`src/softmax_pkg.sv`:
```
// Softmax shared definitions
`default_nettype none

package softmax_pkg;

  ////////////////////
  // Sizes
  ////////////////////

  // Width of every data and count word
  localparam int DATA_SIZE = 32;
  // Element and vector counters
  localparam int INDEX_SIZE = 8;
  // Element slots in the scalar buffer
  localparam int MAX_LENGTH = 16;
  localparam int ADDR_BITS = $clog2(MAX_LENGTH);

  // Low bits of an input word taken as the score
  localparam int SCORE_BITS = 4;
  // Fraction bits of a result, 2^(15+16) still fits in a word
  localparam int FRAC_BITS = 16;

  // Divider runs one quotient bit per cycle
  localparam int DIV_CYCLES = DATA_SIZE;
  localparam int DIV_COUNT_BITS = $clog2(DIV_CYCLES + 1);

  ////////////////////
  // Types
  ////////////////////

  typedef logic [DATA_SIZE-1:0] data_t;
  typedef logic [INDEX_SIZE-1:0] index_t;

  // Vector controller FSM
  typedef enum logic [1:0] {
    vector_idle,
    vector_collect,
    vector_drain,
    vector_finish
  } vector_state_t;

  // Scalar unit FSM
  typedef enum logic [2:0] {
    scalar_idle,
    scalar_load,
    scalar_sum,
    scalar_divide,
    scalar_emit
  } scalar_state_t;

endpackage

`default_nettype wire
```
`src/softmax_vector_function.sv`:
```
// Softmax vector controller
`timescale 1ns/100ps
`default_nettype none

module softmax_vector_function
  import softmax_pkg::*;
(
  input  logic  CLK,
  input  logic  RST,
  input  logic  start,
  input  data_t size_in,
  input  data_t length_in,
  input  logic  data_in_vector_enable,
  input  logic  data_in_scalar_enable,
  input  data_t data_in,
  output logic  data_out_vector_enable,
  output logic  data_out_scalar_enable,
  output data_t data_out,
  output logic  ready
);

  vector_state_t state;

  // Job shape, sampled on start
  index_t size_q;
  index_t length_q;
  // Vectors done and elements taken in the current vector
  index_t vector_idx_q;
  index_t elem_idx_q;

  // Scalar unit side
  logic scalar_start;
  logic scalar_data_in_enable;
  data_t scalar_data_in;
  logic scalar_data_out_enable;
  data_t scalar_data_out;
  logic scalar_ready;

  logic first_elem;
  logic next_elem;
  logic elem_accept;
  index_t accept_idx;
  logic last_elem;
  logic last_vector;

  ////////////////////
  // Element accept
  ////////////////////

  // Vector strobe opens a vector
  assign first_elem = (state == vector_collect) && data_in_vector_enable;
  // Scalar strobe only after the first element
  assign next_elem = (state == vector_collect) && data_in_scalar_enable &&
                     (elem_idx_q != '0);
  assign elem_accept = first_elem || next_elem;

  // Position of the element taken this cycle
  assign accept_idx = first_elem ? '0 : elem_idx_q;
  assign last_elem = (accept_idx == (length_q - index_t'(1)));
  assign last_vector = (vector_idx_q == (size_q - index_t'(1)));

  // Element word to the scalar unit
  always_ff @(posedge CLK) begin
    if (elem_accept) begin
      scalar_data_in <= data_in;
    end
  end

  // Control FSM and output registers
  always_ff @(posedge CLK or posedge RST) begin
    if (RST) begin
      state <= vector_idle;
      size_q <= '0;
      length_q <= '0;
      vector_idx_q <= '0;
      elem_idx_q <= '0;
      scalar_start <= 1'b0;
      scalar_data_in_enable <= 1'b0;
      data_out_vector_enable <= 1'b0;
      data_out_scalar_enable <= 1'b0;
      data_out <= '0;
      ready <= 1'b0;
    end else begin
      // Strobes last one cycle
      scalar_start <= 1'b0;
      scalar_data_in_enable <= 1'b0;
      data_out_vector_enable <= 1'b0;
      ready <= 1'b0;

      // Forward every result one cycle late
      data_out_scalar_enable <= scalar_data_out_enable;
      if (scalar_data_out_enable) begin
        data_out <= scalar_data_out;
      end

      case (state)
        vector_idle: begin
          if (start) begin
            size_q <= size_in[INDEX_SIZE-1:0];
            length_q <= length_in[INDEX_SIZE-1:0];
            vector_idx_q <= '0;
            elem_idx_q <= '0;
            state <= vector_collect;
          end
        end
        vector_collect: begin
          if (elem_accept) begin
            // Start travels with the first element
            scalar_start <= first_elem;
            scalar_data_in_enable <= 1'b1;
            elem_idx_q <= accept_idx + 1'b1;
            if (last_elem) begin
              state <= vector_drain;
            end
          end
        end
        vector_drain: begin
          // Wait for the vector's last result
          if (scalar_ready) begin
            data_out_vector_enable <= 1'b1;
            elem_idx_q <= '0;
            if (last_vector) begin
              ready <= 1'b1;
              state <= vector_finish;
            end else begin
              vector_idx_q <= vector_idx_q + 1'b1;
              state <= vector_collect;
            end
          end
        end
        vector_finish: begin
          state <= vector_idle;
        end
        default: begin
          state <= vector_idle;
        end
      endcase
    end
  end

  ////////////////////
  // Scalar softmax
  ////////////////////

  softmax_scalar_unit u_softmax_scalar_unit (
    .CLK             (CLK),
    .RST             (RST),
    .start           (scalar_start),
    .length_in       (length_q),
    .data_in_enable  (scalar_data_in_enable),
    .data_in         (scalar_data_in),
    .data_out_enable (scalar_data_out_enable),
    .data_out        (scalar_data_out),
    .ready           (scalar_ready)
  );

endmodule

`default_nettype wire

```
`src/softmax_scalar_unit.sv`:
```
// Scalar softmax unit
`timescale 1ns/100ps
`default_nettype none

module softmax_scalar_unit
  import softmax_pkg::*;
(
  input  logic   CLK,
  input  logic   RST,
  input  logic   start,
  input  index_t length_in,
  input  logic   data_in_enable,
  input  data_t  data_in,
  output logic   data_out_enable,
  output data_t  data_out,
  output logic   ready
);

  scalar_state_t state;

  // Vector length latched on start
  index_t length_q;
  // Elements stored so far
  index_t count_q;
  // Next element to divide
  index_t rd_idx_q;
  // Running sum of powers of two
  data_t sum_q;
  // Quotient in flight belongs to the last element
  logic last_q;

  // Scores of the current vector
  logic [SCORE_BITS-1:0] score_mem [MAX_LENGTH];

  logic [SCORE_BITS-1:0] score_in;
  logic [SCORE_BITS-1:0] rd_score;
  data_t power_in;
  logic store_en;
  logic [ADDR_BITS-1:0] wr_addr;

  // Divider hookup
  logic div_start;
  logic div_done;
  data_t dividend;
  data_t quotient;

  ////////////////////
  // Element path
  ////////////////////

  assign score_in = data_in[SCORE_BITS-1:0];
  // 2^score
  assign power_in = data_t'(1) << score_in;

  // First element comes with start
  assign store_en = data_in_enable && (start || (state == scalar_load));
  assign wr_addr = start ? '0 : count_q[ADDR_BITS-1:0];

  always_ff @(posedge CLK) begin
    if (start) begin
      for (int i = 0; i < MAX_LENGTH; i++) begin
        score_mem[i] <= '0;
      end
    end
    if (store_en) begin
      score_mem[wr_addr] <= score_in;
    end
  end

  ////////////////////
  // Division path
  ////////////////////

  assign rd_score = score_mem[rd_idx_q[ADDR_BITS-1:0]];
  // Numerator 2^(score+FRAC_BITS)
  assign dividend = data_t'(1) << (FRAC_BITS + int'(rd_score));

  // First quotient launched from sum, the rest straight from emit
  assign div_start = (state == scalar_sum) || ((state == scalar_emit) && !last_q);

  softmax_divider u_softmax_divider (
    .CLK       (CLK),
    .RST       (RST),
    .div_start (div_start),
    .dividend  (dividend),
    .divisor   (sum_q),
    .quotient  (quotient),
    .div_done  (div_done)
  );

  // Result word
  always_ff @(posedge CLK) begin
    if (div_done) begin
      data_out <= quotient;
    end
  end

  assign data_out_enable = (state == scalar_emit);
  assign ready = (state == scalar_emit) && last_q;

  // Control FSM
  always_ff @(posedge CLK or posedge RST) begin
    if (RST) begin
      state <= scalar_idle;
      length_q <= '0;
      count_q <= '0;
      rd_idx_q <= '0;
      sum_q <= '0;
      last_q <= 1'b0;
    end else if (start) begin
      // Restart, possibly with the first element
      length_q <= length_in;
      rd_idx_q <= '0;
      last_q <= 1'b0;
      count_q <= data_in_enable ? index_t'(1) : '0;
      sum_q <= data_in_enable ? power_in : '0;
      if (data_in_enable && (length_in == index_t'(1))) begin
        state <= scalar_sum;
      end else begin
        state <= scalar_load;
      end
    end else begin
      case (state)
        scalar_load: begin
          if (data_in_enable) begin
            count_q <= count_q + 1'b1;
            sum_q <= sum_q + power_in;
            // Sum complete with this element
            if ((count_q + index_t'(1)) == length_q) begin
              state <= scalar_sum;
            end
          end
        end
        scalar_sum: begin
          state <= scalar_divide;
        end
        scalar_divide: begin
          if (div_done) begin
            last_q <= (rd_idx_q == (length_q - index_t'(1)));
            rd_idx_q <= rd_idx_q + 1'b1;
            state <= scalar_emit;
          end
        end
        scalar_emit: begin
          if (last_q) begin
            state <= scalar_idle;
          end else begin
            state <= scalar_divide;
          end
        end
        default: begin
          state <= scalar_idle;
        end
      endcase
    end
  end

endmodule

`default_nettype wire

```
`src/softmax_divider.sv`:
```
// Restoring divider
`timescale 1ns/100ps
`default_nettype none

module softmax_divider
  import softmax_pkg::*;
(
  input  logic  CLK,
  input  logic  RST,
  input  logic  div_start,
  input  data_t dividend,
  input  data_t divisor,
  output data_t quotient,
  output logic  div_done
);

  // Partial remainder with one spare bit for the trial subtract
  logic [DATA_SIZE:0] rem_q;
  // Dividend shifts out on top as quotient bits shift in below
  data_t quo_q;
  data_t divisor_q;
  logic [DIV_COUNT_BITS-1:0] count_q;
  logic busy_q;

  logic [DATA_SIZE:0] shifted;
  logic [DATA_SIZE:0] trial;
  logic fits;
  logic load;
  logic step;
  logic finish;

  ////////////////////
  // Trial subtract
  ////////////////////

  // Bring down the next dividend bit
  assign shifted = {rem_q[DATA_SIZE-1:0], quo_q[DATA_SIZE-1]};
  assign trial = shifted - {1'b0, divisor_q};
  // No borrow means the divisor fits
  assign fits = ~trial[DATA_SIZE];

  // Start only taken while idle
  assign load = div_start && !busy_q;
  // One quotient bit on every busy cycle
  assign step = busy_q;
  // Last quotient bit goes in on this step
  assign finish = busy_q && (count_q == DIV_COUNT_BITS'(DIV_CYCLES - 1));

  // Quotient held in the shift register after the last step
  assign quotient = quo_q;

  // Control and done strobe
  always_ff @(posedge CLK or posedge RST) begin
    if (RST) begin
      busy_q <= 1'b0;
      count_q <= '0;
      div_done <= 1'b0;
    end else begin
      div_done <= 1'b0;
      if (load) begin
        busy_q <= 1'b1;
        count_q <= '0;
      end else if (finish) begin
        // Done rises as the last bit lands
        busy_q <= 1'b0;
        div_done <= 1'b1;
      end else if (step) begin
        count_q <= count_q + 1'b1;
      end
    end
  end

  // Shift registers
  always_ff @(posedge CLK) begin
    if (load) begin
      rem_q <= '0;
      quo_q <= dividend;
      divisor_q <= divisor;
    end else if (step) begin
      rem_q <= fits ? trial : shifted;
      quo_q <= {quo_q[DATA_SIZE-2:0], fits};
    end
  end

endmodule

`default_nettype wire

```
`config.mk`:
```
export PLATFORM = sky130hd
export DESIGN_NAME = softmax_vector_function
export DESIGN_NICKNAME = d
export VERILOG_FILES = /design/src/softmax_pkg.sv /design/src/softmax_vector_function.sv /design/src/softmax_scalar_unit.sv /design/src/softmax_divider.sv
export SDC_FILE = /design/constraint.sdc
export NUM_CORES = 1
export LEC_CHECK = 0
export BUFFER_PORTS_ARGS = -buffer_cell sky130_fd_sc_hd__buf_2
export CORE_UTILIZATION = 50
export CTS_BUF_LIST = sky130_fd_sc_hd__clkbuf_4 sky130_fd_sc_hd__clkbuf_8
export CTS_CLUSTER_SIZE = 10
export DETAILED_ROUTE_END_ITERATION = 16
export GPL_TIMING_DRIVEN = 0
export PLACE_DENSITY = 0.75
export SLEW_MARGIN = 20
export SYNTH_ARGS = -nofsm -noshare
export SYNTH_HDL_FRONTEND = slang
export SYNTH_SLANG_ARGS = --single-unit
```
`constraint.sdc`:
```
create_clock -name CLK -period 3.8 [get_ports CLK]
set_clock_uncertainty 0.2 [all_clocks]
set_input_delay 0.19 -clock CLK [delete_from_list [all_inputs] [get_ports CLK]]
set_output_delay 0.19 -clock CLK [all_outputs]
set_load 0.01 [all_outputs]
```
======== Word level (Yosys, flattened, before mapping) ========
Memory sizes are Yosys's and may differ from the RTL's.
Cells that the tools add are included.
word-level totals
  memory bits (writable) .................. 64
  logic and storage cells ................. 153
  register bits ........................... 271
  input bits .............................. 101
  memories kept ........................... 1
  output and inout bits ................... 35
memories
  memory                           words  bits a word  rd ports  clocked after memory_dff  wr ports  RTL line                   text
  u_softmax_scalar_unit.score_mem  16     4            1         0                         17        softmax_scalar_unit.sv:33  logic [SCORE_BITS-1:0] score_mem [MAX_LENGTH];
cells by class
  eq/ne operators ......................... 22
  reduce and logical (&&, ||, !) cells .... 32
  multiplexer cells ....................... 59
  bitwise logic cells ..................... 1
  $add $sub $neg .......................... 11
  shifts and indexed selects .............. 2
operators with widths
  operator                                                                count
  32-bit 2-to-1 mux                                                       7
  8-bit 2-to-1 mux                                                        12
  33-bit by 32-bit subtractor with 33-bit output                          1
  32-bit adder                                                            1
  8-bit by 1-bit adder with 8-bit output (second input constant)          4
  8-bit equality test                                                     4
  1-bit by 32-bit << shifter with 32-bit output (first input constant)    1
  1-bit by 4-bit << shifter with 32-bit output (first input constant)     1
  8-bit case mux with 3 select lines                                      1
  8-bit by 1-bit subtractor with 8-bit output (second input constant)     3
  1-bit 2-to-1 mux                                                        21
  6-bit 2-to-1 mux                                                        3
  8-bit case mux with 2 select lines                                      1
  2-bit 2-to-1 mux                                                        7
  2-bit nonzero test                                                      7
  3-bit 2-to-1 mux                                                        4
  2-bit != test (second input constant)                                   6
  3-bit case mux with 4 select lines                                      1
  4-bit AND reduction                                                     3
  1-bit logical AND                                                       9
  3-bit != test (second input constant)                                   3
  8-bit by 1-bit equality test with 1-bit output (second input constant)  1
  2-bit case mux with 4 select lines                                      1
  2-bit AND reduction                                                     4
  other kinds (16)                                                        21

======== Logic depth before layout (Yosys ltp) ========
Gate-level depths: netlist of the first run.
  depth in word-level cells ............... 7
  mapped depth ............................ 17
  mapped depth without buffers ............ 15

======== Hierarchy ========
A second synthesis of the first run with hierarchy kept.
second synthesis, totals
  cell total of the unflattened synthesis .. 1690
  area total of the unflattened synthesis .. 18841.8 µm²
by module, submodules not included
  module                   area each (µm²)  seq. area each (µm²)  cells each  instances
  softmax_scalar_unit      8544.4           4384.2                781         1
  softmax_divider          5806.8           2762.6                555         1
  softmax_vector_function  4490.6           2737.6                354         1

======== Worst setup path after synthesis of the first run ========
No wires, ideal clock.
  kind .................................... register to register
  start ................................... register scalar_data_in[0]
  end ..................................... register u_softmax_scalar_unit.sum_q[24]
  setup slack ............................. 0.339 ns
  data arrival time ....................... 3.130 ns
  period minus slack after synthesis ...... 3.461 ns
  buffers on the path ..................... 2
  cell stages (with the launch flop) ...... 15
  cell sequence ........................... edfxtp_1 -> clkbuf_1 -> clkbuf_1 -> or2_2 -> nor2_1 -> ha_1 -> nor2b_1 -> o31ai_1 -> a21oi_1 -> o31ai_1 -> o21bai_1 -> a21o_1 -> nand4_1 -> xor2_1 -> nor2_1
on the way
  word-level cells in the longest chain between the ends .. 5
  elaborated cells on any way between the ends .. 6
RTL lines
  what                                            RTL line                       text
  start: declaration                              softmax_vector_function.sv:34  data_t scalar_data_in;
  start signal: assignment                        softmax_vector_function.sv:65  scalar_data_in <= data_in;
  1-bit by 4-bit << shifter with 32-bit output *  softmax_scalar_unit.sv:53      assign power_in = data_t'(1) << score_in;
  32-bit adder                                    softmax_scalar_unit.sv:127     sum_q <= sum_q + power_in;
  32-bit 2-to-1 mux                               softmax_scalar_unit.sv:125     if (data_in_enable) begin
  32-bit 2-to-1 mux                               softmax_scalar_unit.sv:123     case (state)
  32-bit 2-to-1 mux *                             softmax_scalar_unit.sv:110     end else if (start) begin
  end signal: assignment                          softmax_scalar_unit.sv:116     sum_q <= data_in_enable ? power_in : '0;
  end signal: assignment                          softmax_scalar_unit.sv:127
  end: declaration                                softmax_scalar_unit.sv:28      data_t sum_q;
Mark *: on every way between the ends. The rest lies on a longest branch, timed or not. The select of a mux whose other input is x is not followed.
A chain may end at the register's enable or synchronous reset.

======== Worst setup path in the final report of the first run ========
  start ................................... register scalar_data_in[3]
  end ..................................... register u_softmax_scalar_unit.sum_q[30]
Same word-level chain as after synthesis.

==> flow_summary.ini, run 1 <==
[timing]
hold-worst-slack_ps = 91.99
setup_ws_ps = 204.3
timing.fmax_mhz = 278.1
min_period_ps = 3596
tns_ps = 0
rsz0062_at_grt = false
maxSlewHeadroom_pct = 34.20
period_share_pct = 94.62
setup_viol = 0
finalHoldViolations = 0
worstMarginPinSlew_ps = 973.3
finalMaxSlewViolations = 0

[critical_path]
required_ps = 4100
r2r_start = scalar_data_in[3]
crit_type = reg2reg
crit_fanout = 10
arrival_ps = 3890
max_stage_delay_ps = 370
cp_slowest_cell = or2_2
worst-r2r-cell-count = 14
cp_cell_sequence = buf_2 > clkbuf_2 > or2_2 > nor2_1 > ha_1 > nor2b_2 > o31ai_2 > a21oi_2 > o31ai_2 > o21bai_2 > a21o_4 > nand2_1 > xor2_1 > nor2_1
cp-start-kind = flip-flop
cp-end-kind = flip-flop
crit_path_start = scalar_data_in[3]

[placement]
gp_congestion = 0.8994
dp_hpwl_um = 27370
place_ws_ps = -585.0
portBuffers = 59
placed_area_um2 = 18380
placed_cells = 2130

[floorplan]
die_w_um = 188.4
fp-row-count = 67
core_area_um2 = 33870
initial_core_util_pct = 51.32
dieArea_um2 = 35510
num_io_pins = 136
die_h_um = 188.4

[cts]
cts_tree = yes
htreeDepth = 2
clkSinkCount = 335
clk_pin_slew_ps = 60
clkLatencyLatePin_ps = 630
cts_buffer_depth = 3
clockRootBuffer = clkbuf_8
cts_made_buffers = 54

[cells_and_area]
antenna_cells = 0
final_area_um2 = 19960
seqCellArea_um2 = 9045
final_cells = 2264
fillers = 2780
multi_input_area_um2 = 7845
area_delta_synth_final_pct = 14.84
layout_commonest_cell = edfxtp_1
utilization_pct = 58.93
layout-drive-gt1-share_pct = 16.74
fin_nets = 1926
layout_common_cells = 164 x edfxtp_1, 138 x dfrtp_1, 127 x nor2_1

[hold_path]
hold_depth = 2
min_from = data_in[2]
hold_path.class = in2reg

[grt]
grt_pass1_wl_um = 63790
grt_max_degree = 40
grt_pass1_vias = 12680
antenna_found_initial = 0
grt-ovfl-total = 0
grtUsageTotal_pct = 22.25

[power_and_ir_drop]
cellLeakagePower_nw = 8.214
peakVddDrop_mv = 0.2772
power_density_nw_per_um2 = 367.3
total_power_mw = 7.332

[yosys]
seq_area_frac_synth_pct = 52.04
netlist_area_um2 = 17380
async_flop_share_pct = 41.49
ys_types = 78
avgSynthCellArea_um2 = 10.75
syn-num-nets = 1773
synth-seq-cells = 335
yosys_warnings = 0
syn_inst = 1617
synth_top_flop_cell = edfxtp_1
synth_edf_count = 164

[routing]
viasPerCell = 5.669
drt_iter0_drc = 887
wl_per_cell_um = 17.13
drcViolationCount = 0
vias = 12840
wl_um = 38770
dr.pass1.iters = 7
ant_nets = 0

[outcome]
status = finished clean

[job]
cap_violations = 0
area by class of cell:
cell class                 instances  share of cell area (%)
inverter                          68                   1.304
timing repair buffer              98                   3.711
clock inverter                    23                   1.135
clock buffer                      79                   4.852
buffer                            77                   1.567
sequential                       335                   45.32
multi-input combinational       1136                   39.31
tap                              448                   2.808
cell families after synthesis:
group           Yosys count  synth area share (%)
mux                      99                 7.495
fa+ha+maj                55                 4.046
flops                   335                 52.04
simple gates            553                 16.29
xor+xnor                118                 5.990
buf+inv                 146                 3.218
compound gates          311                 10.92
synthesized netlist by cell type (5+ instances only):
master,instances,area share (%)
o21a_1,8,0.35
ha_1,53,3.8
nand2b_1,11,0.40
a32oi_1,6,0.30
and4_1,5,0.25
or2_2,23,0.83
dfxtp_1,32,3.7
nor2_1,128,2.8
o221ai_1,5,0.25
xnor2_1,59,3.0
nor3_1,31,0.89
dfrtp_1,139,20
and2_1,82,3.0
nor2b_1,17,0.61
a21oi_1,74,2.1
mux4_2,20,2.6
or3_1,12,0.43
a211oi_1,9,0.39
a21o_1,14,0.60
and3_1,16,0.58
clkbuf_1,71,1.5
nor4_1,6,0.22
o31ai_1,6,0.26
o22ai_1,10,0.36
o21bai_1,6,0.26
inv_1,67,1.4
mux2i_1,30,1.7
nand3_1,46,1.3
xor2_1,58,2.9
nand4_1,19,0.68
nor4b_1,6,0.30
nand3b_1,8,0.35
a31oi_1,12,0.43
o22a_1,5,0.25
nand2_1,124,2.7
o21ai_0,117,3.4
edfxtp_1,164,28
mux2_2,49,3.2
o211ai_1,8,0.35
worst max-delay path: cells and delay by family, from the launching register on:
| kind | cells | cell delay, ps |
|---|---|---|
| AO/OA/AOI/OAI | 5 | 1210 |
| AND/OR/NAND/NOR | 5 | 820 |
| buffers and inverters | 2 | 410 |
| flip-flops | 1 | 340 |
| adder cells (fa/ha/maj) | 1 | 280 |
| XOR/XNOR | 1 | 200 |
path summary, 6_finish.rpt:
| path | endpoint | slack, ps |
|---|---|---|
| worst min register to register | u_softmax_scalar_unit.data_out[11] | 250 |
| worst max-delay path | u_softmax_scalar_unit.sum_q[30] | 200 |
| min in group asynchronous | u_softmax_scalar_unit.u_softmax_divider.busy_q | 530 |
| worst max register to register | u_softmax_scalar_unit.sum_q[30] | 200 |
| worst min-delay path | scalar_data_in[2] | 90 |
| max in group asynchronous | size_q[6] | 1990 |
where the power goes:
part / internal, mW / switching (mW) / leakage, nW / total, mW
sequential: 3.79 / 0.0143 / 3.23 / 3.80
clock: 1.92 / 1.47 / 0.640 / 3.40
combinational: 0.0651 / 0.0696 / 4.35 / 0.135
state kept, by name (all words and copies together), names as in the netlist, 3 cells and up:
register / count
u_softmax_scalar_unit.length_q: 8
data_out: 32
u_softmax_scalar_unit.sum_q: 32
u_softmax_scalar_unit.state: 3
u_softmax_scalar_unit.u_softmax_divider.count_q: 6
length_q: 8
u_softmax_scalar_unit.count_q: 8
size_q: 8
u_softmax_scalar_unit.rd_idx_q: 8
u_softmax_scalar_unit.u_softmax_divider.rem_q: 32
u_softmax_scalar_unit.u_softmax_divider.divisor_q: 32
elem_idx_q: 8
u_softmax_scalar_unit.u_softmax_divider.quotient: 32
u_softmax_scalar_unit.data_out: 32
u_softmax_scalar_unit.score_mem: 64
scalar_data_in: 4
vector_idx_q: 8
timing repair:
item,in CTS,in global routing
setup buffers,3,5
gates resized for setup,11,17
hold buffers,25,0
setup endpoints to repair,55,60
pin swaps,4,3
hold endpoints to repair,139,0
routing by layer:
layer | part of all wire, % | routed length [µm] | vias to the layer above | GRT usage [%]
met5 | 0 | 0 | - | 0
met3 | 4.8 | 1880 | 93 | 3.613
met4 | 2.9 | 1117 | 0 | 8.065
li1 | - | - | 6112 | -
met1 | 42 | 16470 | 6253 | 28.30
met2 | 50 | 19300 | 377 | 38.31
Power figures use the tool's default switching activity.
==> inputs of run 2 (changes only) <==
- CORE_UTILIZATION: 50 -> 57
- HOLD_SLACK_MARGIN: not set -> 0.03
- PLACE_DENSITY: 0.75 -> 0.83
==> flow_summary.ini, run 2 (synthesis gave the netlist of run 1 again) <==
[outcome]
status = finished clean

[critical_path]
worst-r2r-cell-count = 15
cp.depth = 15
crit_fanout = 10
r2r_slack_ps = 90
arrival_ps = 3960
required_ps = 4060
cp-end-kind = flip-flop
crit_buf_inv = 4
crit_type = reg2reg
crit_family = compound AO/OA/AOI/OAI gates
cp_slowest_cell = edfxtp_1
cp-start-kind = flip-flop
cp_cell_sequence = inv_2 > ha_2 > inv_1 > fa_2 > a211oi_2 > o211ai_1 > a21oi_2 > nand2_2 > a311oi_2 > o21bai_2 > xnor2_2 > buf_4 > buf_8 > mux2i_1 > o21ai_0
max_stage_delay_ps = 470

[routing]
vias = 13110
dr.pass1.iters = 7
viasPerCell = 5.949
drcViolationCount = 0
wl_per_cell_um = 18.24
ant_nets = 0
drt_iter0_drc = 1110
wl_um = 40190

[grt]
grt_pass1_wl_um = 65120
grt_max_degree = 40
antenna_found_initial = 0
grt_pass1_vias = 12940
grtUsageTotal_pct = 26.01
grt-ovfl-total = 0

[floorplan]
core_area_um2 = 29800
fp-row-count = 63
dieArea_um2 = 31190
die_h_um = 176.6
num_io_pins = 136
die_w_um = 176.6
initial_core_util_pct = 58.33

[cells_and_area]
layout-drive-gt1-share_pct = 17.20
area_delta_synth_final_pct = 14.55
antenna_cells = 0
fin_nets = 1927
top_register = u_softmax_scalar_unit.score_mem
layout_common_cells = 164 x edfxtp_1, 138 x dfrtp_1, 128 x nor2_1
largest_register_ffs = 64
final_cells = 2204
fillers = 2117
layout_commonest_cell = edfxtp_1

[placement]
dp_hpwl_um = 28210
placed_cells = 2071
place_ws_ps = -643.0
gp_congestion = 0.9508
portBuffers = 59

[hold_path]
hold_path.class = in2reg

[power_and_ir_drop]
power_density_nw_per_um2 = 362.1
peakVddDrop_mv = 0.2370
cellLeakagePower_nw = 8.207

[cts]
cts_buffer_depth = 3
clkSinkCount = 335
clkLatencyLatePin_ps = 620
htreeDepth = 2
cts_made_buffers = 55
cts_tree = yes
clockRootBuffer = clkbuf_8
clk_pin_slew_ps = 60

[timing]
maxSlewHeadroom_pct = 42.68
min_period_ps = 3705
setup_ws_ps = 94.78
finalHoldViolations = 0
finalMaxSlewViolations = 0
worstMarginPinSlew_ps = 859.7
timing.fmax_mhz = 269.9
period_share_pct = 97.51
setup_viol = 0
rsz0062_at_grt = true

[job]
cap_violations = 0
run 2: worst register-to-register path, delay by kind of cell (launching register included):
kind / cells / cell delay [ps]
flops: 1 / 470
xor+xnor: 1 / 160
buf+inv: 4 / 500
fa+ha+maj: 2 / 540
mux: 1 / 240
simple gates: 1 / 120
compound gates: 6 / 1290
run 2: cell type report:
type / count / area [µm²] / share of cell area [%]
Buffer: 76 / 325.3 / 1.634
Clock buffer: 89 / 1081 / 5.430
Timing Repair Buffer: 99 / 735.7 / 3.696
Multi-Input combinational cell: 1136 / 7888 / 39.62
Tap cell: 390 / 488.0 / 2.451
Sequential cell: 335 / 9045 / 45.43
Clock inverter: 11 / 86.33 / 0.4337
Inverter: 68 / 259.0 / 1.301
run 2: layer usage:
layer / up-vias / share of wire, % / GRT usage [%]
li1: 6107 / - / -
met1: 6402 / 41 / 33.42
met2: 499 / 50 / 43.82
met3: 103 / 6.1 / 3.930
met4: 0 / 3.2 / 11.24
met5: - / 0 / 0
run 2: repair_timing:
action,4_1_cts,5_1_grt
setup endpoints to repair,56,59
setup buffers,4,6
gates cloned,0,0
pin swaps,2,9
hold buffers,25,0
resized for setup,13,29
endpoints found under the hold margin,83,0
run 2: worst min path at each step:
| stage | from | end | slack [ps] | cells after the start |
|---|---|---|---|---|
| CTS | data_in[3] | scalar_data_in[3] | 80 | 2 |
| floorplan | data_in[0] | scalar_data_in[0] | 90 | 0 |
| global route | data_in[3] | scalar_data_in[3] | 100 | 2 |
| global placement | data_in[2] | scalar_data_in[2] | 170 | 1 |
| finish | data_in[3] | scalar_data_in[3] | 110 | 2 |
| detailed placement | RST | data_out[4] | 110 | 2 |
run 2: where the power goes:
group | switching (mW) | internal (mW) | total (mW)
combinational | 0.0690 | 0.0631 | 0.132
clock | 1.46 | 1.81 | 3.28
sequential | 0.0146 | 3.79 | 3.80
total | 1.54 | 5.66 | 7.21
run 2: through the flow:
step	total power [mW]	utilization [%]	hold WS, ps	instance area (µm²)	TNS (ps)
floorplan	3.939	-	88.87	17380	0
finish	7.208	66.81	112.1	19910	0
CTS	7.245	66.35	84.26	19770	0
global placement	3.969	60.97	171.4	18170	-17510
global route	7.417	66.81	99.82	19910	-331.7
detailed placement	3.985	61.36	109.7	18280	-22310
